==> src/rv_exec_pkg.sv <==
package rv_exec_pkg;

  localparam int XLEN        = 64;
  localparam int QUEUE_DEPTH = 2;
  localparam int RES_CREDITS = 2;
  localparam int MEM_WORDS   = 256;
  localparam int DIV_STEPS   = 64;

  // derived widths
  localparam int QPTR_W  = $clog2(QUEUE_DEPTH);
  localparam int QCNT_W  = $clog2(QUEUE_DEPTH + 1);
  localparam int CRED_W  = $clog2(RES_CREDITS + 1);
  localparam int STEP_W  = $clog2(DIV_STEPS);
  localparam int MIDX_W  = $clog2(MEM_WORDS);

  typedef logic [XLEN-1:0]   xlen_t;
  typedef logic [63:0]       pc_t;
  typedef logic [MIDX_W-1:0] mem_index_t;
  typedef logic [QPTR_W-1:0] qptr_t;
  typedef logic [QCNT_W-1:0] qcnt_t;
  typedef logic [CRED_W-1:0] cred_t;
  typedef logic [STEP_W-1:0] step_t;

  typedef enum logic [5:0] {
    func_none = 6'd0,
    func_add, func_sub, func_and, func_or, func_xor,
    func_slt, func_sltu, func_sll, func_srl, func_sra,
    func_addw, func_subw, func_sllw,
    func_beq, func_bne, func_blt, func_bge, func_bltu, func_bgeu,
    func_jal, func_jalr, func_lui, func_auipc,
    func_ld, func_lw, func_lwu, func_lh, func_lhu, func_lb, func_lbu,
    func_sd, func_sw, func_sh, func_sb,
    func_div, func_divu, func_rem, func_remu
  } exec_func_e;

  typedef enum logic [2:0] {
    st_idle,
    st_alu,
    st_mem,
    st_div,
    st_emit
  } fsm_state_e;

  // operation classes
  function automatic logic is_load(exec_func_e f);
    return f inside {func_ld, func_lw, func_lwu, func_lh, func_lhu, func_lb, func_lbu};
  endfunction

  function automatic logic is_store(exec_func_e f);
    return f inside {func_sd, func_sw, func_sh, func_sb};
  endfunction

  function automatic logic is_div(exec_func_e f);
    return f inside {func_div, func_divu, func_rem, func_remu};
  endfunction

  function automatic xlen_t sext_word(logic [31:0] w);
    return {{32{w[31]}}, w};
  endfunction

endpackage

==> src/div_step_counter.sv <==
`timescale 1ns/1ps

module div_step_counter (
  input  logic clk,
  input  logic rst,
  input  logic div_start,
  output logic div_busy,
  output logic div_last
);
  import rv_exec_pkg::*;

  step_t count;
  logic  busy;

  always_ff @(posedge clk) begin
    if (rst) begin
      busy  <= 1'b0;
      count <= '0;
    end else if (div_start) begin
      busy  <= 1'b1;
      count <= step_t'(DIV_STEPS - 1);
    end else if (busy) begin
      if (count == '0) busy <= 1'b0;
      else count <= count - 1'b1;
    end
  end

  assign div_busy = busy;
  assign div_last = busy && (count == '0);

  a_no_restart: assert property (@(posedge clk) disable iff (rst) div_start |-> !busy);

endmodule

==> config.mk <==
export PLATFORM = sky130hd
export DESIGN_NAME = div_step_counter
export DESIGN_NICKNAME = d
export VERILOG_FILES = /design/src/rv_exec_pkg.sv /design/src/div_step_counter.sv
export SDC_FILE = /design/constraint.sdc
export NUM_CORES = 1
export LEC_CHECK = 0
export ABC_CLOCK_PERIOD_IN_PS = 2400
export BUFFER_PORTS_ARGS = -buffer_cell sky130_fd_sc_hd__buf_4
export CORE_AREA = 5 5 42 44
export CTS_CLUSTER_SIZE = 8
export DETAILED_ROUTE_END_ITERATION = 7
export DIE_AREA = 0 0 47 49
export PLACE_DENSITY_LB_ADDON = 0.12
export SLEW_MARGIN = 40
export SYNTH_ARGS = -nofsm -noshare
export SYNTH_HDL_FRONTEND = slang
export SYNTH_SLANG_ARGS = --single-unit
==> constraint.sdc <==
create_clock -name clk -period 2.4 [get_ports clk]
set_input_delay 0.24 -clock clk [delete_from_list [all_inputs] [get_ports clk]]
set_output_delay 0.24 -clock clk [all_outputs]
set_load 0.005 [all_outputs]
==> results.json <==
{
  "reg2reg_depth": 5,
  "wl_per_cell_um": 13.47,
  "fin_worst_skew_ps": 8.855,
  "pre_cts_slack_ps": 763.1,
  "fin_tns_setup_ps": 0,
  "ctsRootBufferMaster": "clkbuf_4",
  "clk_pin_slew_ps": 60,
  "vdd_drop_max_mv": 0.3054,
  "outcome": "complete, no violations",
  "worst_slack_ps": 711.3,
  "cp.required_ps": 2160,
  "min_path_cells": 2,
  "worstPathArrival_ps": 1450,
  "worstSetupPathType": "reg -> out",
  "vias_per_cell": 5.750,
  "yosysTopAreaCellShare": 0.3648,
  "port_buffers": 4,
  "cts_tree": "yes",
  "use_met2": 0.1380,
  "dp_hpwl_um": 670.5,
  "die_area_mm2": 0.002303,
  "slowest_stage": "dfxtp_1",
  "start_kind": "flop",
  "wl_um": 916,
  "vias": 391,
  "grt_max_degree": 9,
  "setup.worst_path.end_class": "output port",
  "drt_iter0_markers": 9,
  "hold_viol": 0,
  "fp.dieH_um": 49,
  "cts_max_level": 1,
  "ant_nets": 0,
  "grt_pass1_vias": 360,
  "cts.sinks": 7,
  "yosysSeqAreaShare": 0.3648,
  "final_nets": 58,
  "r2r_slack_ps": 720,
  "ys.warnings.count": 0,
  "crit_fanout": 6,
  "yosys-top-cells-area": "dfxtp_1, ha_1, a21oi_1",
  "drive_above_1_share": 0.1538,
  "pin_count": 5,
  "ctsHoldBuffers": 0,
  "pwr_density_cell_mw_per_mm2": 674.3,
  "holdCritPathClass": "in -> reg",
  "ys_ff_latch": 7,
  "gr-usage-met3": 0.02952,
  "n_antenna_cell": 0,
  "gp_congestion": 0.7741,
  "clk_latency_ps": 260,
  "die_w_um": 47,
  "rr_startpoint": "count[0]",
  "grt_use_met1": 0.09649,
  "synth_area_um2": 384.1,
  "power_leakage_nw": 0.1710,
  "gr-max-usage-layer": "met2",
  "area.growth.synth_to_final_pct": 18.57,
  "timing.final.crit_share": 0.7036,
  "finalSetupViolations": 0,
  "crit_chain": "inv_1, ha_1, nand2b_1, nor3_1, buf_4",
  "grt_pass1_wl_um": 1469,
  "max_slew_margin": 0.6803,
  "numCtsBuffers": 3,
  "min_from": "rst",
  "postCtsSetupBuffers": 0,
  "grt_use_total": 0.08867,
  "maxSlewViolCount": 0,
  "min_period_ps": 1689,
  "antenna_found_initial": 0,
  "max_cap_viol_count": 0,
  "post_cts_resize_count": 0,
  "syn_avg_cell_area_um2": 8.536,
  "drc": 0,
  "max_freq_mhz": 592.2,
  "max_stage_delay_ps": 360,
  "rsz0062_at_grt": "false",
  "reg2reg_to": "count[4]",
  "ys_types": 25,
  "yosysTopAreaCell": "dfxtp_1",
  "fillers": 161,
  "grt-ovfl-total": 0,
  "whs_endpoint": "count[2]",
  "row_count": 14,
  "synthCells": 45,
  "crit_family": "flip-flops",
  "synth_nets": 50,
  "initial_utilization": 0.2741,
  "clock_path_buffers": 2,
  "worst_pin_slew_ps": 467.5,
  "critPathBufInv": 2,
  "dr.pass1.iters": 4,
  "coreArea_mm2": 0.001401
}
-- metal layers --
| layer | part of all wire | vias up |
|---|---|---|
| met1 | 0.43 | 174 |
| met2 | 0.47 | 25 |
| li1 | - | 188 |
| met4 | 0.014 | 0 |
| met5 | 0 | - |
| met3 | 0.086 | 4 |
-- layout make-up --
| type | count | area, um2 | area share |
|---|---|---|---|
| clock buffer | 4 | 26.28 | 0.05769 |
| timing repair buffer | 4 | 30.03 | 0.06593 |
| tap | 16 | 20.02 | 0.04396 |
| multi-input combinational | 33 | 224.0 | 0.4918 |
| sequential | 7 | 140.1 | 0.3077 |
| inverter | 4 | 15.01 | 0.03297 |
-- worst register-to-register path: cells and delay by family, from the launching register on --
family,cells,cell delay (ps)
simple gates,2,660
compound gates,1,160
flops,1,430
fa+ha+maj,1,240
buf+inv,1,110
-- synth_stat cells, drive strengths merged --
cell type,n
nor2,3
o41ai,1
nor2b,1
dfxtp,7
a31o,1
buf,1
inv,4
a31oi,2
a2111oi,1
or2,1
nor4b,1
a21oi,4
a311oi,1
nor3,3
nor4,2
nand4,1
a211o,1
nand2b,1
or4,1
o21ai,3
or3,1
ha,2
nand2,1
o2111a,1
-- logic make-up (layout without fill, tap and decap cells) --
logic type,after synthesis,in the layout,synth area share
adder cells (fa/ha/maj),2,2,0.06514
flip-flops,7,7,0.3648
AO/OA/AOI/OAI,15,15,0.2834
buffers and inverters,5,12,0.05209
AND/OR/NAND/NOR,16,16,0.2346
-- state kept, by name, summed over array words and instances, names as in the netlist --
register  count
div_busy      1
count         6
-- worst max-delay path by stage --
| stage | from | to | cells past startpoint |
|---|---|---|---|
| 5_1_grt | count[0] | count[0] | 5 |
| 2_1_floorplan | count[0] | count[4] | 5 |
| 3_5_place_dp | count[0] | count[4] | 5 |
| 6_report | count[0] | div_last | 5 |
| 4_1_cts | count[0] | div_last | 5 |
| 3_3_place_gp | count[0] | count[4] | 5 |
-- where the power goes --
part / internal [mW] / switching (mW) / leakage, nW
logic: 0.0234 / 0.0318 / 0.0972
registers: 0.127 / 0.0134 / 0.0588
clock network: 0.0638 / 0.0480 / 0.0150
-- stage by stage --
| step | power, mW | std cells | util | area, um2 | hold WS, ps |
|---|---|---|---|---|---|
| global placement | 0.1945 | 64 | 0.3063 | 429.2 | 471.4 |
| detailed placement | 0.1964 | 64 | 0.3063 | 429.2 | 474.7 |
| CTS | 0.3070 | 68 | 0.3250 | 455.4 | 205.9 |
| finish | 0.3071 | 68 | 0.3250 | 455.4 | 218.0 |
| floorplan | 0.1780 | 45 | - | 384.1 | 307.9 |
| global route | 0.3213 | 68 | 0.3250 | 455.4 | 212.4 |
-- placed cells by master (no fill, tap or decap), drive strengths merged, types with 2 or more instances in the layout --
cell type  instances
nor3               3
buf                4
clkbuf             4
nor4               2
ha                 2
o21ai              3
a21oi              4
inv                4
dfxtp              7
a31oi              2
nor2               3
No activity file was read; power rests on OpenSTA's default activity.
