<file path="src/rv_exec_pkg.sv">
package rv_exec_pkg;

  localparam int XLEN        = 64;
  localparam int QUEUE_DEPTH = 2;
  localparam int RES_CREDITS = 2;
  localparam int MEM_WORDS   = 256;
  localparam int DIV_STEPS   = 64;

  // derived widths
  localparam int QPTR_W  = $clog2(QUEUE_DEPTH);
  localparam int QCNT_W  = $clog2(QUEUE_DEPTH + 1);
  localparam int CRED_W  = $clog2(RES_CREDITS + 1);
  localparam int STEP_W  = $clog2(DIV_STEPS);
  localparam int MIDX_W  = $clog2(MEM_WORDS);

  typedef logic [XLEN-1:0]   xlen_t;
  typedef logic [63:0]       pc_t;
  typedef logic [MIDX_W-1:0] mem_index_t;
  typedef logic [QPTR_W-1:0] qptr_t;
  typedef logic [QCNT_W-1:0] qcnt_t;
  typedef logic [CRED_W-1:0] cred_t;
  typedef logic [STEP_W-1:0] step_t;

  typedef enum logic [5:0] {
    func_none = 6'd0,
    func_add, func_sub, func_and, func_or, func_xor,
    func_slt, func_sltu, func_sll, func_srl, func_sra,
    func_addw, func_subw, func_sllw,
    func_beq, func_bne, func_blt, func_bge, func_bltu, func_bgeu,
    func_jal, func_jalr, func_lui, func_auipc,
    func_ld, func_lw, func_lwu, func_lh, func_lhu, func_lb, func_lbu,
    func_sd, func_sw, func_sh, func_sb,
    func_div, func_divu, func_rem, func_remu
  } exec_func_e;

  typedef enum logic [2:0] {
    st_idle,
    st_alu,
    st_mem,
    st_div,
    st_emit
  } fsm_state_e;

  // operation classes
  function automatic logic is_load(exec_func_e f);
    return f inside {func_ld, func_lw, func_lwu, func_lh, func_lhu, func_lb, func_lbu};
  endfunction

  function automatic logic is_store(exec_func_e f);
    return f inside {func_sd, func_sw, func_sh, func_sb};
  endfunction

  function automatic logic is_div(exec_func_e f);
    return f inside {func_div, func_divu, func_rem, func_remu};
  endfunction

  function automatic xlen_t sext_word(logic [31:0] w);
    return {{32{w[31]}}, w};
  endfunction

endpackage

</file>
<file path="src/iter_divider.sv">
`timescale 1ns/1ps

module iter_divider (
  input  logic                    clk,
  input  logic                    rst,
  input  logic                    div_start,
  input  rv_exec_pkg::exec_func_e func,
  input  rv_exec_pkg::xlen_t      dividend,
  input  rv_exec_pkg::xlen_t      divisor,
  input  logic                    div_last,
  output rv_exec_pkg::xlen_t      div_value
);
  import rv_exec_pkg::*;

  logic        running;
  exec_func_e  op_func;
  logic        neg_q;
  logic        neg_r;
  logic        by_zero;
  logic        ovf;
  logic        signed_in;
  xlen_t       mag_a_in;
  xlen_t       mag_b_in;
  xlen_t       orig_a;
  xlen_t       mag_b;
  xlen_t       quo;
  xlen_t       rem;
  logic [64:0] trial;
  logic [64:0] diff;
  xlen_t       q_fix;
  xlen_t       r_fix;

  assign signed_in = (func == func_div) || (func == func_rem);
  assign mag_a_in  = (signed_in && dividend[63]) ? -dividend : dividend;
  assign mag_b_in  = (signed_in && divisor[63]) ? -divisor : divisor;

  always_ff @(posedge clk) begin
    if (rst) running <= 1'b0;
    else if (div_start) running <= 1'b1;
    else if (div_last) running <= 1'b0;
  end

  // one quotient bit per step, msb first
  assign trial = {rem, quo[63]};
  assign diff  = trial - {1'b0, mag_b};

  always_ff @(posedge clk) begin
    if (div_start) begin
      op_func <= func;
      orig_a  <= dividend;
      mag_b   <= mag_b_in;
      quo     <= mag_a_in;
      rem     <= '0;
      neg_q   <= signed_in && (dividend[63] ^ divisor[63]);
      neg_r   <= signed_in && dividend[63];
      by_zero <= (divisor == '0);
      ovf     <= signed_in && (dividend == {1'b1, 63'd0}) && (divisor == '1);
    end else if (running) begin
      if (!diff[64]) begin
        rem <= diff[63:0];
        quo <= {quo[62:0], 1'b1};
      end else begin
        rem <= trial[63:0];
        quo <= {quo[62:0], 1'b0};
      end
    end
  end

  // sign fixup and riscv special cases
  always_comb begin
    q_fix = neg_q ? -quo : quo;
    r_fix = neg_r ? -rem : rem;
    if (by_zero) begin
      q_fix = '1;
      r_fix = orig_a;
    end else if (ovf) begin
      q_fix = orig_a;
      r_fix = '0;
    end
  end

  assign div_value = (op_func == func_div || op_func == func_divu) ? q_fix : r_fix;

endmodule

</file>
<file path="config.mk">
export PLATFORM = sky130hd
export DESIGN_NAME = iter_divider
export DESIGN_NICKNAME = d
export VERILOG_FILES = /design/src/rv_exec_pkg.sv /design/src/iter_divider.sv
export SDC_FILE = /design/constraint.sdc
export NUM_CORES = 1
export LEC_CHECK = 0
export BUFFER_PORTS_ARGS = -buffer_cell sky130_fd_sc_hd__buf_4
export CORE_ASPECT_RATIO = 0.9
export CORE_MARGIN = 2
export CORE_UTILIZATION = 60
export CTS_CLUSTER_SIZE = 25
export DETAILED_ROUTE_END_ITERATION = 8
export PLACE_DENSITY = 0.82
export SYNTH_ARGS = -nofsm -noshare
export SYNTH_HDL_FRONTEND = slang
export SYNTH_SLANG_ARGS = --single-unit
export TNS_END_PERCENT = 5
</file>
<file path="constraint.sdc">
create_clock -name clk -period 4.15 [get_ports clk]
set_input_delay 0 -clock clk [delete_from_list [all_inputs] [get_ports clk]]
set_output_delay 0 -clock clk [all_outputs]
set_load 0.05 [all_outputs]
</file>
==> metrics <==
status=finished with violations; failing checks=setup timing; CTS tree=done; PD cells=roughly 330 mW/mm^2; Clock Power Share=30.2%; post-synth top area share=29.30%; Place WS=0.2179 ns; Leak=around 9.8 nW; MaxCap Viol Count=0; element type at the critical path end=output pin; Final nets=3013; Area contributors post-synth=edfxtp_1 29%, xnor2_1 8.4%, dfxtp_1 6.3%; RePlAce Congestion=approximately 0.95; Vias=21121; row count=64; # IOs=around 200; Final Hold Vio Count=0; grt total ovfl=0; Port Buf Inserts=201; Mapped Nets=roughly 2700; synthesized flop and latch total=between 200 and 300; yosys warns=0; area leader, netlist=edfxtp_1; crit path max fanout=4; Psw=about 2.9 mW; Initial Utilization=roughly three fifths; Critical R2R Launch=rem[37]; number of flops mapped to enable cells by yosys=between 200 and 250; DP Wirelength=47020 um; DR pass1 iterations=5; sequential-to-total area share from yosys stat=between 30% and 40%; Max-slew headroom=about an eighth; die area=around 0.036 mm^2; Root Buffer=clkbuf_16; Slew Viols, Final=0; vias in the first global route=just over 20000; Clock Path Buffers=3; number of diodes=0; leading cell type in the layout, fill and taps excluded=buf_4; Final Skew=0.01661 ns; PnR worst setup slack=-0.1159 ns; Fin Hold WS=approximately 0.16 ns; Sw Share=roughly a third; kind of critical path=reg -> out; wire per inst=between 20 and 25 um; fillcell total=about 2400; fmax=0.2344 GHz; CP startpoint=quo[31]; Slew @ Worst Pin=roughly 1.3 ns; Setup crit start kind=flop; total wire length=about 68000 um; fin crit period=4.266 ns; Via-to-Cell Ratio=roughly 6.4; overall routing resource usage=between 30% and 40%; Avg Inst Size Synth=~8.4 um^2; HP Start=dividend[19]; share of layout cells above drive strength 1=around 14%; clock sinks=between 200 and 300; mapped cell area=around 0.021 mm^2; initial antenna violation count=0; RSZ-0062 raised after global routing=yes; Cell Int Power=approximately 5.6 mW; die width=around 200 um; Worst-path clk slew=about 0.060 ns; post-synthesis cell count=approximately 2500; drt first-iter violations=roughly 2300; Netlist cell types=about 80; most frequent cells in the layout=275 x buf_4, 249 x nor2_1, 239 x a21oi_1; largest net degree at the start of global routing=143; Tcrit/Tclk final=102.8%; antenna-violating nets left=0; first-pass GRT wire length=around 110000 um; drt drc=0; final setup fails=12; htree depth=1; Clk Latency, worst-skew pair=a little under 0.6 ns; Area Overhead vs Synth=24.75%; maximum vdd drop=between 0.3 and 0.4 mV; Top FF cell, synth=edfxtp_1; WP data required=4.15 ns; Num CTS Buffers=29; DIE HEIGHT=~180 um; Sequential Power Share=between 30% and 40%; CP Data Arrival Time=between 4 and 5 ns; Hold Path Class=in -> reg; Gate power share=between 30 and 40%; core area=0.03395 mm^2; fraction of registers with async set/reset=0%
==> power by group through the flow <==
| stage | Combinational [mW] | Clock [mW] | Sequential, mW |
|---|---|---|---|
| global route | 2.76 | 2.67 | 3.36 |
| floorplan | 1.58 | 0 | 3.32 |
| global placement | 2.28 | 0 | 3.37 |
| CTS | 2.50 | 2.57 | 3.33 |
| detailed placement | 2.32 | 0 | 3.39 |
| finish | 2.57 | 2.56 | 3.34 |
==> logic make-up (layout without fill, tap and decap cells) <==
group | after synthesis | count (layout) | share of synthesized area [%]
AOI/OAI and AO/OA | 778 | 778 | 23.85
xor gates and xnor gates | 298 | 298 | 12.61
adders and majority gates | 70 | 70 | 4.267
buffers and inverters | 250 | 616 | 4.545
DFF | 267 | 267 | 35.59
muxes | 28 | 28 | 1.354
and+or+nand+nor | 771 | 771 | 17.78
==> cell type report <==
type	count	area [um^2]	area share (%)
clock buffer	45	833.3	3.227
clock inverter	9	76.32	0.2956
inverter	107	401.6	1.555
multi-input combinational	1945	12640	48.96
sequential	267	7371	28.54
tap	462	578.1	2.238
timing repair buffer	455	3920	15.18
==> per-stage QoR <==
step / total power [mW] / util (%) / TNS [ns] / area, um^2 / instances
4_1_cts: 8.393 / 75.65 / -0.5015 / 25680 / 3286
3_5_place_dp: 5.708 / 67.33 / 0 / 22860 / 3050
5_1_grt: 8.801 / 76.06 / -2.982 / 25820 / 3290
2_1_floorplan: 4.902 / - / 0 / 20710 / 2462
3_3_place_gp: 5.654 / 67.33 / 0 / 22860 / 3050
6_report: 8.474 / 76.06 / -0.5471 / 25820 / 3290
==> routing by layer <==
metal  vias to the layer above  wire length, um  global-route usage [%]
met1                     10087            26690                   46.87
met2                      1090            33290                   63.36
met4                         0             3145                   16.47
li1                       9741                -                       -
met5                         -                0                       0
met3                       203             5327                   4.810
==> cells in the mapped netlist, types with 33 or more instances <==
cell,instances
dfxtp_1,65
edfxtp_1,202
a21oi_1,240
o211ai_1,55
a22oi_1,47
a21o_1,33
xor2_1,99
o21ai_0,171
nor2_1,250
a211oi_1,43
xnor2_1,199
nand2_1,217
ha_1,69
nor3_1,44
clkbuf_1,129
o31ai_1,55
inv_1,106
or3_1,39
nand4_1,42
==> critical path: stages (launching register included) <==
cell,delay (ns)
edfxtp_1,0.41
or4_4,0.57
or4_1,0.44
or2_2,0.33
or3_4,0.42
or3_4,0.36
or2_4,0.28
o31ai_4,0.18
xnor2_1,0.14
a22oi_1,0.11
o21ai_2,0.23
buf_6,0.20
==> state kept, by name, summed over array words and instances (netlist names) <==
register  flops
mag_b        64
orig_a       64
quo          64
rem          64
op_func       6
by_zero       1
neg_q         1
neg_r         1
ovf           1
running       1
==> what timing repair did <==
item	in CTS	in global routing
hold buffers	168	0
cloned	0	0
setup endpoints to repair	22	27
pin swaps	9	9
endpoints found under the hold margin	238	0
setup buffers	14	4
resized for setup	29	22
==> path summary, 6_finish.rpt <==
| kind | end | slack (ns) | depth (start not counted) |
|---|---|---|---|
| worst max-delay path | div_value[57] | -0.12 | 11 |
| worst min register to register | rem[4] | 0.57 | 2 |
| worst max register to register | rem[62] | 0.21 | 11 |
| worst min-delay path | orig_a[19] | 0.16 | 2 |
Note: power is estimated with default switching activity, not from simulation.
