`config.mk`:
```
export PLATFORM = sky130hd
export DESIGN_NAME = exec_fsm
export DESIGN_NICKNAME = d
export VERILOG_FILES = /design/src/rv_exec_pkg.sv /design/src/exec_fsm.sv
export SDC_FILE = /design/constraint.sdc
export NUM_CORES = 1
export LEC_CHECK = 0
export ABC_CLOCK_PERIOD_IN_PS = 19100
export BUFFER_PORTS_ARGS = -buffer_cell sky130_fd_sc_hd__clkbuf_2
export CAP_MARGIN = 5
export CORE_ASPECT_RATIO = 0.5
export CORE_UTILIZATION = 25
export CTS_CLUSTER_DIAMETER = 120
export CTS_CLUSTER_SIZE = 16
export DETAILED_ROUTE_END_ITERATION = 6
export GPL_TIMING_DRIVEN = 0
export PLACE_DENSITY = 0.57
export SLEW_MARGIN = 15
export SYNTH_ARGS = -nofsm -noshare
export SYNTH_HDL_FRONTEND = slang
export SYNTH_SLANG_ARGS = --single-unit
```
`constraint.sdc`:
```
create_clock -name clk -period 19.1 [get_ports clk]
set_clock_uncertainty 0.2 [all_clocks]
set_input_delay 3.82 -clock clk [delete_from_list [all_inputs] [get_ports clk]]
set_output_delay 3.82 -clock clk [all_outputs]
set_load 0.1 [all_outputs]
```
`src/rv_exec_pkg.sv`:
```
package rv_exec_pkg;

  localparam int XLEN        = 64;
  localparam int QUEUE_DEPTH = 2;
  localparam int RES_CREDITS = 2;
  localparam int MEM_WORDS   = 256;
  localparam int DIV_STEPS   = 64;

  // derived widths
  localparam int QPTR_W  = $clog2(QUEUE_DEPTH);
  localparam int QCNT_W  = $clog2(QUEUE_DEPTH + 1);
  localparam int CRED_W  = $clog2(RES_CREDITS + 1);
  localparam int STEP_W  = $clog2(DIV_STEPS);
  localparam int MIDX_W  = $clog2(MEM_WORDS);

  typedef logic [XLEN-1:0]   xlen_t;
  typedef logic [63:0]       pc_t;
  typedef logic [MIDX_W-1:0] mem_index_t;
  typedef logic [QPTR_W-1:0] qptr_t;
  typedef logic [QCNT_W-1:0] qcnt_t;
  typedef logic [CRED_W-1:0] cred_t;
  typedef logic [STEP_W-1:0] step_t;

  typedef enum logic [5:0] {
    func_none = 6'd0,
    func_add, func_sub, func_and, func_or, func_xor,
    func_slt, func_sltu, func_sll, func_srl, func_sra,
    func_addw, func_subw, func_sllw,
    func_beq, func_bne, func_blt, func_bge, func_bltu, func_bgeu,
    func_jal, func_jalr, func_lui, func_auipc,
    func_ld, func_lw, func_lwu, func_lh, func_lhu, func_lb, func_lbu,
    func_sd, func_sw, func_sh, func_sb,
    func_div, func_divu, func_rem, func_remu
  } exec_func_e;

  typedef enum logic [2:0] {
    st_idle,
    st_alu,
    st_mem,
    st_div,
    st_emit
  } fsm_state_e;

  // operation classes
  function automatic logic is_load(exec_func_e f);
    return f inside {func_ld, func_lw, func_lwu, func_lh, func_lhu, func_lb, func_lbu};
  endfunction

  function automatic logic is_store(exec_func_e f);
    return f inside {func_sd, func_sw, func_sh, func_sb};
  endfunction

  function automatic logic is_div(exec_func_e f);
    return f inside {func_div, func_divu, func_rem, func_remu};
  endfunction

  function automatic xlen_t sext_word(logic [31:0] w);
    return {{32{w[31]}}, w};
  endfunction

endpackage

```
`src/exec_fsm.sv`:
```
`timescale 1ns/1ps

module exec_fsm (
  input  logic                    clk,
  input  logic                    rst,
  input  logic                    q_valid,
  input  rv_exec_pkg::exec_func_e q_func,
  input  logic                    res_credit,
  output logic                    q_pop,
  output logic                    mem_rd_en,
  output logic                    mem_wr_en,
  output logic                    div_start,
  input  logic                    div_last,
  input  rv_exec_pkg::xlen_t      alu_value,
  input  rv_exec_pkg::pc_t        alu_dnpc,
  input  logic                    alu_illegal,
  input  rv_exec_pkg::xlen_t      load_value,
  input  rv_exec_pkg::xlen_t      div_value,
  input  rv_exec_pkg::pc_t        q_pc,
  output logic                    res_valid,
  output rv_exec_pkg::xlen_t      res_value,
  output rv_exec_pkg::pc_t        res_dnpc,
  output logic                    res_illegal
);
  import rv_exec_pkg::*;

  fsm_state_e state;
  fsm_state_e state_n;
  cred_t      credits;
  logic       can_pop;
  logic       emit;
  logic       cls_div;
  logic       cls_store;
  xlen_t      hold_value;
  pc_t        hold_dnpc;
  logic       hold_illegal;

  // head is consumed in the pop cycle, datapath latches what it needs
  assign can_pop   = (state == st_idle) && q_valid && (credits != '0);
  assign q_pop     = can_pop;
  assign mem_rd_en = can_pop && is_load(q_func);
  assign mem_wr_en = can_pop && is_store(q_func);
  assign div_start = can_pop && is_div(q_func);
  assign emit      = (state == st_alu);

  always_comb begin
    state_n = state;
    case (state)
      st_idle: begin
        if (can_pop) begin
          if (is_load(q_func) || is_store(q_func)) state_n = st_mem;
          else if (is_div(q_func)) state_n = st_div;
          else state_n = st_alu;
        end
      end
      st_div:  if (div_last) state_n = st_mem;
      // late value capture for loads and divides
      st_mem:  state_n = st_alu;
      st_alu:  state_n = st_emit;
      default: state_n = st_idle;
    endcase
  end

  always_ff @(posedge clk) begin
    if (rst) begin
      state     <= st_idle;
      credits   <= cred_t'(RES_CREDITS);
      res_valid <= 1'b0;
    end else begin
      state     <= state_n;
      credits   <= credits - cred_t'(emit) + cred_t'(res_credit);
      res_valid <= emit;
    end
  end

  always_ff @(posedge clk) begin
    if (can_pop) begin
      cls_div      <= is_div(q_func);
      cls_store    <= is_store(q_func);
      hold_value   <= alu_value;
      hold_illegal <= alu_illegal;
      // non-alu ops fall through to pc+4
      hold_dnpc    <= (is_load(q_func) || is_store(q_func) || is_div(q_func)) ?
                      q_pc + 64'd4 : alu_dnpc;
    end else if (state == st_mem) begin
      hold_value <= cls_store ? '0 : (cls_div ? div_value : load_value);
    end
  end

  // record loaded on the way into st_emit
  always_ff @(posedge clk) begin
    if (emit) begin
      res_value   <= hold_value;
      res_dnpc    <= hold_dnpc;
      res_illegal <= hold_illegal;
    end
  end

  a_credit_bound: assert property (@(posedge clk) disable iff (rst)
    credits <= cred_t'(RES_CREDITS));

endmodule

```
==> results.py <==
metrics = {
    "worst_setup_path": {
        "cp-startpoint": "q_valid",
        "slowest_delay_ns": 0.64,
        "r2r-start": "credits[1]",
        "arrival_ns": 6.91,
        "path_cells": "clkbuf_2 > o21ai_0 > or4_1 > inv_1 > clkbuf_1 > clkbuf_4 > buf_16 > clkbuf_2",
        "critical_path_class": "input port to primary output",
        "crit_top_cell": "clkbuf_2",
        "startpoint_type": "input port",
        "cp-end-kind": "primary output",
        "path_max_fanout": 44,
        "worstPathRequired_ns": 15.08,
        "cp_slowest_cell": "clkbuf_4",
    },
    "timing": {
        "tightest_slew_ns": 1.01,
        "rsz0062_at_grt": "false",
        "hold_ws_ns": 0.216,
        "finalSetupViolCount": 0,
        "max_slew_margin_pct": 32.0,
        "hold_viol": 0,
        "period_share_pct": 57.2,
        "setup_slack_ns": 8.17,
        "tns_ns": 0,
        "max_freq_mhz": 91.5,
        "layout_min_cycle_time_ns": 10.93,
        "slew_violations": 0,
    },
    "floorplanning": {
        "die-area_mm2": 0.0482,
        "row_count": 55,
        "ios": 466,
        "die_h_um": 156,
        "start_util_pct": 25.7,
        "die-width_um": 309,
        "core_region_area_mm2": 0.0459,
    },
    "logic_synthesis": {
        "synth_warnings": 0,
        "ys_seq_elements": 266,
        "synthesis.instances": 908,
        "synth_cell_types": 47,
        "syn_nets": 1243,
        "synth_ff_type": "edfxtp_1",
        "netlist_area_mm2": 0.0118,
        "synth_area_per_cell_um2": 13.0,
        "ys_seq_area_share_pct": 67.1,
        "synth_edf_count": 260,
        "async_reset_ff_share_pct": 0,
    },
    "drt": {
        "drc": 0,
        "routedWlPerCell_um": 19.0,
        "avgViaCountPerCell": 4.50,
        "drtIter0Drc": 647,
        "dr_total_vias": 9207,
        "finalWirelength_um": 38900,
        "first_pass_iters": 5,
        "ant_nets": 0,
    },
    "cells_and_area": {
        "drive_gt1_share_pct": 36.9,
        "area_growth_pct": 33.0,
        "fillerInstances": 4686,
        "fin_area_mm2": 0.0157,
        "fin_nets": 1740,
    },
    "global_routing": {
        "track_usage_pct": 15.5,
        "grt_pass1_vias": 8994,
        "antenna_found_initial": 7,
        "grt_overflow": 0,
        "grt_max_degree": 45,
        "grt_pass1_wl_um": 55400,
    },
    "power": {
        "power.leakage_nw": 6.18,
        "ir_drop_mv": 0.0481,
        "pwr_density_cell_mw_per_mm2": 111,
    },
    "placement": {
        "numPortBuffers": 465,
        "gp_congestion": 0.895,
        "place_area_mm2": 0.0151,
        "hpwl_um": 31000,
        "place_worst_setup_slack_ns": 8.05,
    },
    "clock_tree": {
        "clockBufferDepth": 3,
        "post_cts_resized": 0,
        "cts_buffers": 20,
        "clockRootBuffer": "clkbuf_16",
        "worstSkewPairLatency_ns": 0.53,
        "cts_sinks": 266,
        "post_cts_buffers": 0,
        "ctsHoldBuffers": 0,
        "clk_pin_slew_ns": 0.08,
        "htreeDepth": 1,
        "cts_tree": "yes",
    },
    "min_path": {
        "hold_path_class": "register to register",
        "hp-start": "hold_value[8]",
    },
    "run_status": {
        "status": "completed",
    },
    "job": {
        "drv_cap": 0,
    },
}
-- logic make-up (layout without fill, tap and decap cells) --
kind of cell	after synthesis	count (layout)	share of synthesized area [%]
fa+ha+maj	3	3	0.318
xor+xnor	46	46	3.41
flops	266	266	67.1
simple gates	319	319	13.3
mux	68	68	5.79
buf+inv	63	567	2.20
compound gates	143	143	7.80
other cells	0	7	0
-- synth_stat cells, types with 8 or more instances --
cell      instances  area [um^2]
a31oi_1          12         75.1
clkbuf_1         46          173
edfxtp_1        260         7810
mux2i_1          66          661
nand2_1         149          559
nand3_1          31          155
nand4_1          22          138
nor2_1           23         86.3
nor3_1           22          110
nor4_1           17          106
o21ai_0          53          265
o31ai_1          67          503
or3_1             8         50.1
xnor2_1          29          254
xor2_1           17          149
-- stage by stage --
stage,std cells,power (mW),utilization (%)
6_report,2046,1.75,34.2
5_1_grt,2046,1.82,34.2
4_1_cts,2039,1.77,34.2
3_5_place_dp,2010,1.37,33.0
3_3_place_gp,2000,1.37,32.5
2_1_floorplan,908,1.21,-
-- sequential cells by signal, summed over array words and instances, names as in the netlist --
name	cells
hold_dnpc	64
hold_value	64
res_dnpc	64
res_value	64
state	3
credits	2
cls_div	1
cls_store	1
hold_illegal	1
res_illegal	1
res_valid	1
-- layout make-up --
cell class                 count  area, um^2  share of cell area (%)
antenna                        7        17.5                   0.112
buffer                        56         238                    1.51
clock buffer                  28         552                    3.51
clock inverter                 1        8.76                  0.0558
inverter                       7        26.3                   0.167
multi-input combinational    579        3640                    23.2
sequential                   266        7930                    50.5
tap                          627         785                    5.00
timing repair buffer         475        2510                    16.0
-- critical path, delay by kind of cell --
kind,cells,cell delay (ns)
and+or+nand+nor,1,0.55
AOI/OAI and AO/OA,1,0.23
buffers and inverters,6,2.26
-- path summary, 6_finish.rpt --
kind	slack, ns	to	depth (start not counted)
max	8.17	q_pop	8
min	0.22	res_value[8]	0
max reg2reg	15.48	hold_value[59]	8
min reg2reg	0.22	res_value[8]	0
-- per-layer routing --
layer	part of all wire, %	vias to the layer above	global-route usage [%]	wire length, um
met2	55	172	29.2	21600
met3	3.6	51	2.76	1390
met5	0	-	0	0
li1	-	4462	-	-
met4	2.1	0	4.27	824
met1	39	4522	17.8	15100
-- layout by cell type, fill, tap and decap left out, drive strengths merged, types with 3 or more instances in the layout --
cell type,synthesis,final
nand3b,3,3
xor2,17,17
and4,8,8
buf,9,19
o31ai,67,67
and3,11,11
and2,7,7
ha,3,3
dfxtp,6,6
a21oi,3,3
mux2i,66,66
a31oi,12,12
nor4,17,17
nor3,22,22
inv,7,7
clkbuf,47,540
or3,8,8
or4,6,6
nand2,149,149
nor2,23,23
diode,0,7
edfxtp,260,260
xnor2,29,29
nand4,24,24
nand3,31,31
o21ai,53,53
-- report_power, final --
| group | switching (mW) | internal, mW |
|---|---|---|
| sequential | 0.0260 | 0.788 |
| clock | 0.201 | 0.201 |
| combinational | 0.420 | 0.115 |
| total | 0.647 | 1.10 |
Note: power is estimated with default switching activity, not from simulation.
