$ cat config.mk
export PLATFORM = sky130hd
export DESIGN_NAME = op_queue
export DESIGN_NICKNAME = d
export VERILOG_FILES = /design/src/rv_exec_pkg.sv /design/src/op_queue.sv
export SDC_FILE = /design/constraint.sdc
export NUM_CORES = 1
export LEC_CHECK = 0
export BUFFER_PORTS_ARGS = -buffer_cell sky130_fd_sc_hd__buf_4
export CAP_MARGIN = 10
export CORE_AREA = 3 3 203 205
export DETAILED_ROUTE_END_ITERATION = 7
export DIE_AREA = 0 0 206 208
export PLACE_DENSITY = 0.76
export SYNTH_ARGS = -nofsm -noshare
export SYNTH_HDL_FRONTEND = slang
export SYNTH_SLANG_ARGS = --single-unit
$ cat constraint.sdc
create_clock -name clk -period 28.1 [get_ports clk]
set_input_delay 2.81 -clock clk [delete_from_list [all_inputs] [get_ports clk]]
set_output_delay 2.81 -clock clk [all_outputs]
set_load 0.03 [all_outputs]
$ cat src/rv_exec_pkg.sv
package rv_exec_pkg;

  localparam int XLEN        = 64;
  localparam int QUEUE_DEPTH = 2;
  localparam int RES_CREDITS = 2;
  localparam int MEM_WORDS   = 256;
  localparam int DIV_STEPS   = 64;

  // derived widths
  localparam int QPTR_W  = $clog2(QUEUE_DEPTH);
  localparam int QCNT_W  = $clog2(QUEUE_DEPTH + 1);
  localparam int CRED_W  = $clog2(RES_CREDITS + 1);
  localparam int STEP_W  = $clog2(DIV_STEPS);
  localparam int MIDX_W  = $clog2(MEM_WORDS);

  typedef logic [XLEN-1:0]   xlen_t;
  typedef logic [63:0]       pc_t;
  typedef logic [MIDX_W-1:0] mem_index_t;
  typedef logic [QPTR_W-1:0] qptr_t;
  typedef logic [QCNT_W-1:0] qcnt_t;
  typedef logic [CRED_W-1:0] cred_t;
  typedef logic [STEP_W-1:0] step_t;

  typedef enum logic [5:0] {
    func_none = 6'd0,
    func_add, func_sub, func_and, func_or, func_xor,
    func_slt, func_sltu, func_sll, func_srl, func_sra,
    func_addw, func_subw, func_sllw,
    func_beq, func_bne, func_blt, func_bge, func_bltu, func_bgeu,
    func_jal, func_jalr, func_lui, func_auipc,
    func_ld, func_lw, func_lwu, func_lh, func_lhu, func_lb, func_lbu,
    func_sd, func_sw, func_sh, func_sb,
    func_div, func_divu, func_rem, func_remu
  } exec_func_e;

  typedef enum logic [2:0] {
    st_idle,
    st_alu,
    st_mem,
    st_div,
    st_emit
  } fsm_state_e;

  // operation classes
  function automatic logic is_load(exec_func_e f);
    return f inside {func_ld, func_lw, func_lwu, func_lh, func_lhu, func_lb, func_lbu};
  endfunction

  function automatic logic is_store(exec_func_e f);
    return f inside {func_sd, func_sw, func_sh, func_sb};
  endfunction

  function automatic logic is_div(exec_func_e f);
    return f inside {func_div, func_divu, func_rem, func_remu};
  endfunction

  function automatic xlen_t sext_word(logic [31:0] w);
    return {{32{w[31]}}, w};
  endfunction

endpackage

$ cat src/op_queue.sv
`timescale 1ns/1ps

module op_queue (
  input  logic                    clk,
  input  logic                    rst,
  input  logic                    in_valid,
  input  rv_exec_pkg::exec_func_e in_func,
  input  rv_exec_pkg::xlen_t      in_src1,
  input  rv_exec_pkg::xlen_t      in_src2,
  input  rv_exec_pkg::xlen_t      in_imm,
  input  rv_exec_pkg::pc_t        in_pc,
  input  logic                    q_pop,
  output logic                    q_valid,
  output rv_exec_pkg::exec_func_e q_func,
  output rv_exec_pkg::xlen_t      q_src1,
  output rv_exec_pkg::xlen_t      q_src2,
  output rv_exec_pkg::xlen_t      q_imm,
  output rv_exec_pkg::pc_t        q_pc,
  output logic                    in_credit
);
  import rv_exec_pkg::*;

  exec_func_e func_q [QUEUE_DEPTH];
  xlen_t      src1_q [QUEUE_DEPTH];
  xlen_t      src2_q [QUEUE_DEPTH];
  xlen_t      imm_q  [QUEUE_DEPTH];
  pc_t        pc_q   [QUEUE_DEPTH];
  qptr_t      wr_ptr;
  qptr_t      rd_ptr;
  qcnt_t      count;

  function automatic qptr_t ptr_next(qptr_t p);
    return (p == qptr_t'(QUEUE_DEPTH - 1)) ? '0 : p + 1'b1;
  endfunction

  // entry storage
  always_ff @(posedge clk) begin
    if (in_valid) begin
      func_q[wr_ptr] <= in_func;
      src1_q[wr_ptr] <= in_src1;
      src2_q[wr_ptr] <= in_src2;
      imm_q[wr_ptr]  <= in_imm;
      pc_q[wr_ptr]   <= in_pc;
    end
  end

  always_ff @(posedge clk) begin
    if (rst) begin
      wr_ptr <= '0;
      rd_ptr <= '0;
      count  <= '0;
    end else begin
      if (in_valid) wr_ptr <= ptr_next(wr_ptr);
      if (q_pop) rd_ptr <= ptr_next(rd_ptr);
      count <= count + qcnt_t'(in_valid) - qcnt_t'(q_pop);
    end
  end

  assign q_valid   = (count != '0);
  assign q_func    = func_q[rd_ptr];
  assign q_src1    = src1_q[rd_ptr];
  assign q_src2    = src2_q[rd_ptr];
  assign q_imm     = imm_q[rd_ptr];
  assign q_pc      = pc_q[rd_ptr];
  // one credit back per slot freed
  assign in_credit = q_pop & q_valid;

  // upstream spent a credit it did not hold
  a_no_push_full: assert property (@(posedge clk) disable iff (rst)
    in_valid |-> (count != qcnt_t'(QUEUE_DEPTH)));
  a_no_pop_empty: assert property (@(posedge clk) disable iff (rst)
    q_pop |-> q_valid);

endmodule

==> results.md, run 1 <==
- Hold path start: rd_ptr
- Hold path depth: 2
- Post-synthesis mux area share: 18.26%
- ANT nets after route: 0
- I/O pins: 530
- Setup bufs post-CTS: 0
- RSZ-0062 raised after global routing: no
- Final clock skew: 0.007256 ns
- Seq/Total Area, Yosys: 79.75%
- Worst Hold Class: register to register
- H-tree levels: 2
- Buffers on Ports: 529
- Worst reg2reg startpoint: wr_ptr
- Crit share post-route: 23.60%
- DR DRC count: 0
- Data required time of the critical path: 25.29 ns
- Vias in the first global route: 10,370
- Synth Flop Type: edfxtp_1
- Num CTS Buffers: 53
- Endpoints failing hold: 0
- Multi-input gate area: 0.003747 mm2
- Initial core utilization: 50.09%
- Layout cells sized above 1: 61.05%
- Placed cells: 1,872
- Final wirelength: 42.75 mm
- Cell Area, Synth: 0.01986 mm2
- Max-cap viol count: 0
- Syn Nets: 1,104
- Register area: 0.01584 mm2
- Post-synth EDFFs: 524
- Cell variety after synth: 14
- Die Span Y: 208 um
- Slew Limit Headroom: 26.48%
- Area Overhead vs Synth: 31.23%
- Overall power: 1.950 mW
- Slowest cell on the critical path: buf_4
- WL/cell: 21.69 um
- Yosys reg bits: 529
- Worst path max stage delay: 0.92 ns
- CTS tree: done
- Most frequent cells in the layout: 540 x buf_4, 524 x edfxtp_1, 180 x mux2_4
- Synth Area in Compound Gates: 0%
- Deepest clock path buffer count: 3
- Post-synthesis area per instance: 23.75 um2
- Xor/xnor cell area share of the yosys netlist: 0.2016%
- Hold_buf cts: 0
- CP Class: register to output pin
- Critical Path, Cell by Cell: buf_4 -> buf_4 -> mux2_4 -> buf_4
- Filler cells: 2,641
- Largest net degree at the start of global routing: 80
- Setup-failing EPs final: 0
- Total gr overflow: 0
- Arrival @ worst endpoint: 3.82 ns
- CP Capture Type: output pin
- Lkg Pwr: 10.14 nW
- Pwr Density: 74.82 mW/mm2
- Clock Latency Late Sink: 0.57 ns
- Tmin final: 6.632 ns
- Hold endpoint: rd_ptr
- Ys async rst share: 0%
- Simple-Gate Fraction of Synth Area: 0.2331%
- Post-Layout Cell Count: 1,971
- Rows: 73
- Root buf cell: clkbuf_16
- DIE AREA: 0.04285 mm2
- Reg2reg end: src2_q[0][37]
- Routed vias/inst: 5.030
- Vias: 9,914
- Max-slew violations: 0
- Initial antenna violation count: 4
- Most common cell after layout, fill and taps aside: buf_4
- Detailed placement HPWL: 29.62 mm
- Synth warn: 0
- Status: finished clean
- Starting DRT DRC Count: 456
- Final worst setup slack: 21.47 ns
- Max VDD drop: 60.14 uV
- Sink Count: 529
- Post-synthesis instance total: 836
- Worst setup SP type: register
- F_max: 150.8 MHz
- Hold Slack: 0.5218 ns
- Worst reg2reg path depth: 3
- Post-CTS Resized: 0
- Critical path's most frequent cell: buf_4
- GP Congestion: 0.7449
- First-pass GRT wire length: 62.09 mm
- Core ar.: 0.03964 mm2
- Final net count: 1,670
- GR Util All Layers: 19.27%
- DP Worst Slack: 22.06 ns
- Initial DRT Pass Iterations: 4
- Worst-path clk slew: 0.06 ns
- Synth Area in Adders: 0.1260%
- R2r setup slk: 25.50 ns
- Largest family of logic cells by synthesized area: multiplexers
- Slew @ Worst Pin: 1.103 ns
- Setup TNS: 0 ns
- Worst-path maximum fanout: 67
- Die X: 206 um
## cell usage after synthesis, types with 2 or more instances
library cell | instances | area, um2
and2_1 | 2 | 12.51
buf_2 | 8 | 40.04
buf_6 | 21 | 236.5
dfxtp_1 | 5 | 100.1
edfxtp_1 | 524 | 15740
ha_1 | 2 | 25.02
inv_1 | 2 | 7.510
mux2_2 | 82 | 923.4
mux2_4 | 180 | 2703
nor2_1 | 4 | 15.01
nor2b_1 | 2 | 12.51
xnor2_1 | 2 | 17.52
## cell type report
class,instances,share of cell area [%]
Antenna cell,3,0.02881
Clock buffer,66,5.440
Tap cell,525,2.521
Sequential cell,529,60.78
Inverter,2,0.02881
Timing Repair Buffer,540,15.56
Multi-Input combinational cell,276,14.38
Clock inverter,30,1.258
## sequential cells by signal (all words and copies together) (netlist names), named ones only
signal  cells
func_q     12
pc_q      128
rd_ptr      1
wr_ptr      1
src2_q    128
imm_q     128
src1_q    128
count       2
## routing by layer
| layer | track usage [%] | vias up | part of all wire (%) |
|---|---|---|---|
| li1 | - | 4468 | - |
| met1 | 21.49 | 4923 | 35 |
| met2 | 32.96 | 427 | 51 |
| met3 | 7.307 | 94 | 9.8 |
| met4 | 8.333 | 2 | 4.0 |
| met5 | 0 | - | 0.030 |
## logic make-up after synthesis
group                      count (synthesis)
DFF                                      529
muxes                                    262
buffers and inverters                     31
and+or+nand+nor                            9
xor gates and xnor gates                   3
adders and majority gates                  2
## metrics by stage
| stage | util [%] | area, um2 |
|---|---|---|
| 2_1_floorplan | - | 19860 |
| 3_3_place_gp | 61.31 | 24300 |
| 3_5_place_dp | 61.31 | 24300 |
| 4_1_cts | 65.72 | 26050 |
| 5_1_grt | 65.73 | 26060 |
| 6_report | 65.73 | 26060 |
## how the worst max path moves through the flow
stage | start | end | slack, ns | cells after the start
3_3_place_gp | register | q_imm[62] | 22.02 | 4
3_5_place_dp | register | q_imm[62] | 22.06 | 4
4_1_cts | register | q_imm[62] | 21.41 | 4
5_1_grt | register | q_imm[62] | 21.25 | 4
2_1_floorplan | in_valid | func_q[0][0] | 13.10 | 1
6_report | register | q_imm[62] | 21.47 | 4
## critical path, delay by kind of cell (launching register included)
family   cells  cell delay, ns
flops        1            0.74
buf+inv      3            1.99
mux          1            0.37
## where the power goes
group | internal [mW] | total, mW | switching (mW) | leakage [nW]
Clock | 0.421 | 0.699 | 0.278 | 0.858
Sequential | 0.923 | 0.937 | 0.0136 | 4.96
Combinational | 0.138 | 0.314 | 0.176 | 4.32
Total | 1.48 | 1.95 | 0.468 | 10.1
Power figures use the tool's default switching activity.
==> run 2: changes to the inputs <==
ABC_AREA = 1   (was not set)
CORE_AREA = not set   (was 3 3 203 205)
CORE_MARGIN = 3   (was not set)
CORE_UTILIZATION = 47   (was not set)
DIE_AREA = not set   (was 0 0 206 208)
PLACE_DENSITY = 0.75   (was 0.76)
clock period = 5.55 ns   (was 28.1 ns; I/O delays follow)
==> run 2 against run 1 <==
  * Die area is 4.5% higher
  * Synthesized cell count is 1.2% higher
  * Sequential cell count stayed put
  * Clock skew is 0.014 ns higher
  * Largest power group unchanged
  * Highest routed layer is now met4
==> results.md, run 2 <==
- Area Overhead vs Synth: 31.40%
- Cell Area, Synth: 0.01987 mm2
- Post-Layout Cell Count: 1,985
- Synth top area cells: edfxtp_1 79%, mux2_4 14%, mux2_2 4.6%
- Status: finished clean
- Worst Hold Class: input pin to register
- Final clock skew: 0.02150 ns
- CP Class: register to output pin
- Slowest cell on the critical path: dfxtp_4
- Critical Path, Cell by Cell: buf_4 -> mux2_2 -> buf_4
- Initial DRT Pass Iterations: 4
- Worst path max stage delay: 0.99 ns
- Post-synthesis instance total: 846
- Worst setup SP type: register
- Post-CTS Resized: 0
- Core ar.: 0.04129 mm2
- Clock Latency Late Sink: 0.58 ns
- Rows: 74
- RSZ-0062 raised after global routing: no
- H-tree levels: 2
- Final net count: 1,678
- Synth warn: 0
- Slew @ Worst Pin: 0.9844 ns
- Most common cell after layout, fill and taps aside: buf_4
- Slew Limit Headroom: 34.37%
- Seq/Total Area, Yosys: 79.71%
- CTS tree: done
- Lkg Pwr: 10.14 nW
- Vias: 9,912
- Placed cells: 1,886
- I/O pins: 530
- Num CTS Buffers: 54
- Setup TNS: 0 ns
- Most frequent cells in the layout: 530 x buf_4, 524 x edfxtp_1, 180 x mux2_4
- Post-synth EDFFs: 524
- Sink Count: 529
- ANT nets after route: 0
- Pwr Density: 370.5 mW/mm2
- Syn Nets: 1,114
- First-pass GRT wire length: 62.36 mm
- Data required time of the critical path: 4.99 ns
- Hold_buf cts: 0
- Setup bufs post-CTS: 0
- Post-synthesis area per instance: 23.48 um2
- Setup-failing EPs final: 0
- Final worst setup slack: 2.239 ns
- CP Capture Type: output pin
- Starting DRT DRC Count: 617
- Worst-path maximum fanout: 68
- Count leader, synth: edfxtp_1
- Overall power: 9.672 mW
- Total gr overflow: 0
- Ys async rst share: 0%
- Arrival @ worst endpoint: 2.76 ns
- Max VDD drop: 292.8 uV
- Die Span Y: 211.6 um
- Synth Flop Type: edfxtp_1
- WL/cell: 21.45 um
- Root buf cell: clkbuf_16
- Crit share post-route: 59.67%
- Max-slew violations: 0
- Detailed placement HPWL: 29.09 mm
- DR DRC count: 0
- Synth top area share: 79.21%
- Endpoints failing hold: 0
- Final wirelength: 42.58 mm
- Tmin final: 3.311 ns
- Yosys reg bits: 529
- Cell taking the most area after synthesis: edfxtp_1
- Cell variety after synth: 15
- Buffers on Ports: 529
- GR Util All Layers: 18.50%
- Initial core utilization: 48.11%
- DIE AREA: 0.04477 mm2
- Largest net degree at the start of global routing: 137
- GP Congestion: 0.8025
- Critical path's most frequent cell: buf_4
- Die X: 211.6 um
- Deepest clock path buffer count: 3
- Layout cells sized above 1: 60.47%
- Worst-path clk slew: 0.06 ns
- F_max: 302.0 MHz
- R2r setup slk: 3.83 ns
- DP Worst Slack: 2.823 ns
- Max-cap viol count: 0
- Post-route cell area: 0.02610 mm2
- Routed vias/inst: 4.993
- Initial antenna violation count: 1
- Post-synth top cells: 524 x edfxtp_1, 180 x mux2_4, 82 x mux2_2
- Vias in the first global route: 10,580
- Placed Instance Area: 0.02439 mm2
## run 2: cell count changes in the layout (fill, tap and decap cells not counted), moves of 2 or more
cell	previous run	this run
buf_12	0	7
buf_4	540	530
bufinv_16	7	5
clkinv_1	10	12
clkinvlp_4	0	2
diode_2	3	1
inv_1	2	7
nand2_1	0	5
## run 2: area by class of cell
cell class	count	area, um2
Tap cell	532	665.6
Clock buffer	65	1414
Fill cell	2874	15190
Timing Repair Buffer	537	4119
Antenna cell	1	2.502
Clock inverter	33	299.0
Multi-Input combinational cell	280	3731
Sequential cell	529	15840
Inverter	8	33.78
## run 2: path summary, 6_finish.rpt
path,startpoint,to,depth (start not counted)
min reg2reg,rd_ptr,register,2
min,in_src2[57],src2_q[0][57],1
max,register,q_pc[24],3
max reg2reg,wr_ptr,src1_q[1][2],3
## run 2: per-layer routing
metal  global-route usage (%)  share of wire (%)
met2                    32.68                 53
met4                    7.229                3.2
met1                    21.11                 36
met5                        0                  0
met3                    5.705                8.5
## run 2: power by group
part           total [mW]  switching (mW)  internal, mW  leakage [nW]
Clock                3.48            1.44          2.05         0.842
Combinational        1.48           0.819         0.662          4.34
Sequential           4.71          0.0703          4.64          4.96
## run 2: worst max-delay path: cells and delay by family, from the launching register on
kind     cells  cell delay, ns
buf+inv      2            0.73
flops        1            0.99
mux          1            0.39
## run 2: logic make-up (layout without fill, tap and decap cells)
logic type / Yosys count / count (layout) / synth area share (%)
AOI/OAI and AO/OA: 2 / 2 / 0.06297
xor gates and xnor gates: 1 / 1 / 0.04410
adders and majority gates: 2 / 2 / 0.1259
buffers and inverters: 37 / 643 / 1.543
DFF: 529 / 529 / 79.71
muxes: 262 / 262 / 18.25
other: 0 / 1 / 0
and+or+nand+nor: 13 / 13 / 0.2582
## run 2: through the flow
stage          hold slack (ns)  util (%)
2_1_floorplan           0.4799         -
3_3_place_gp            0.4951     59.06
3_5_place_dp            0.4989     59.06
4_1_cts                 0.1025     63.21
5_1_grt                 0.1136     63.21
6_report                0.1545     63.21
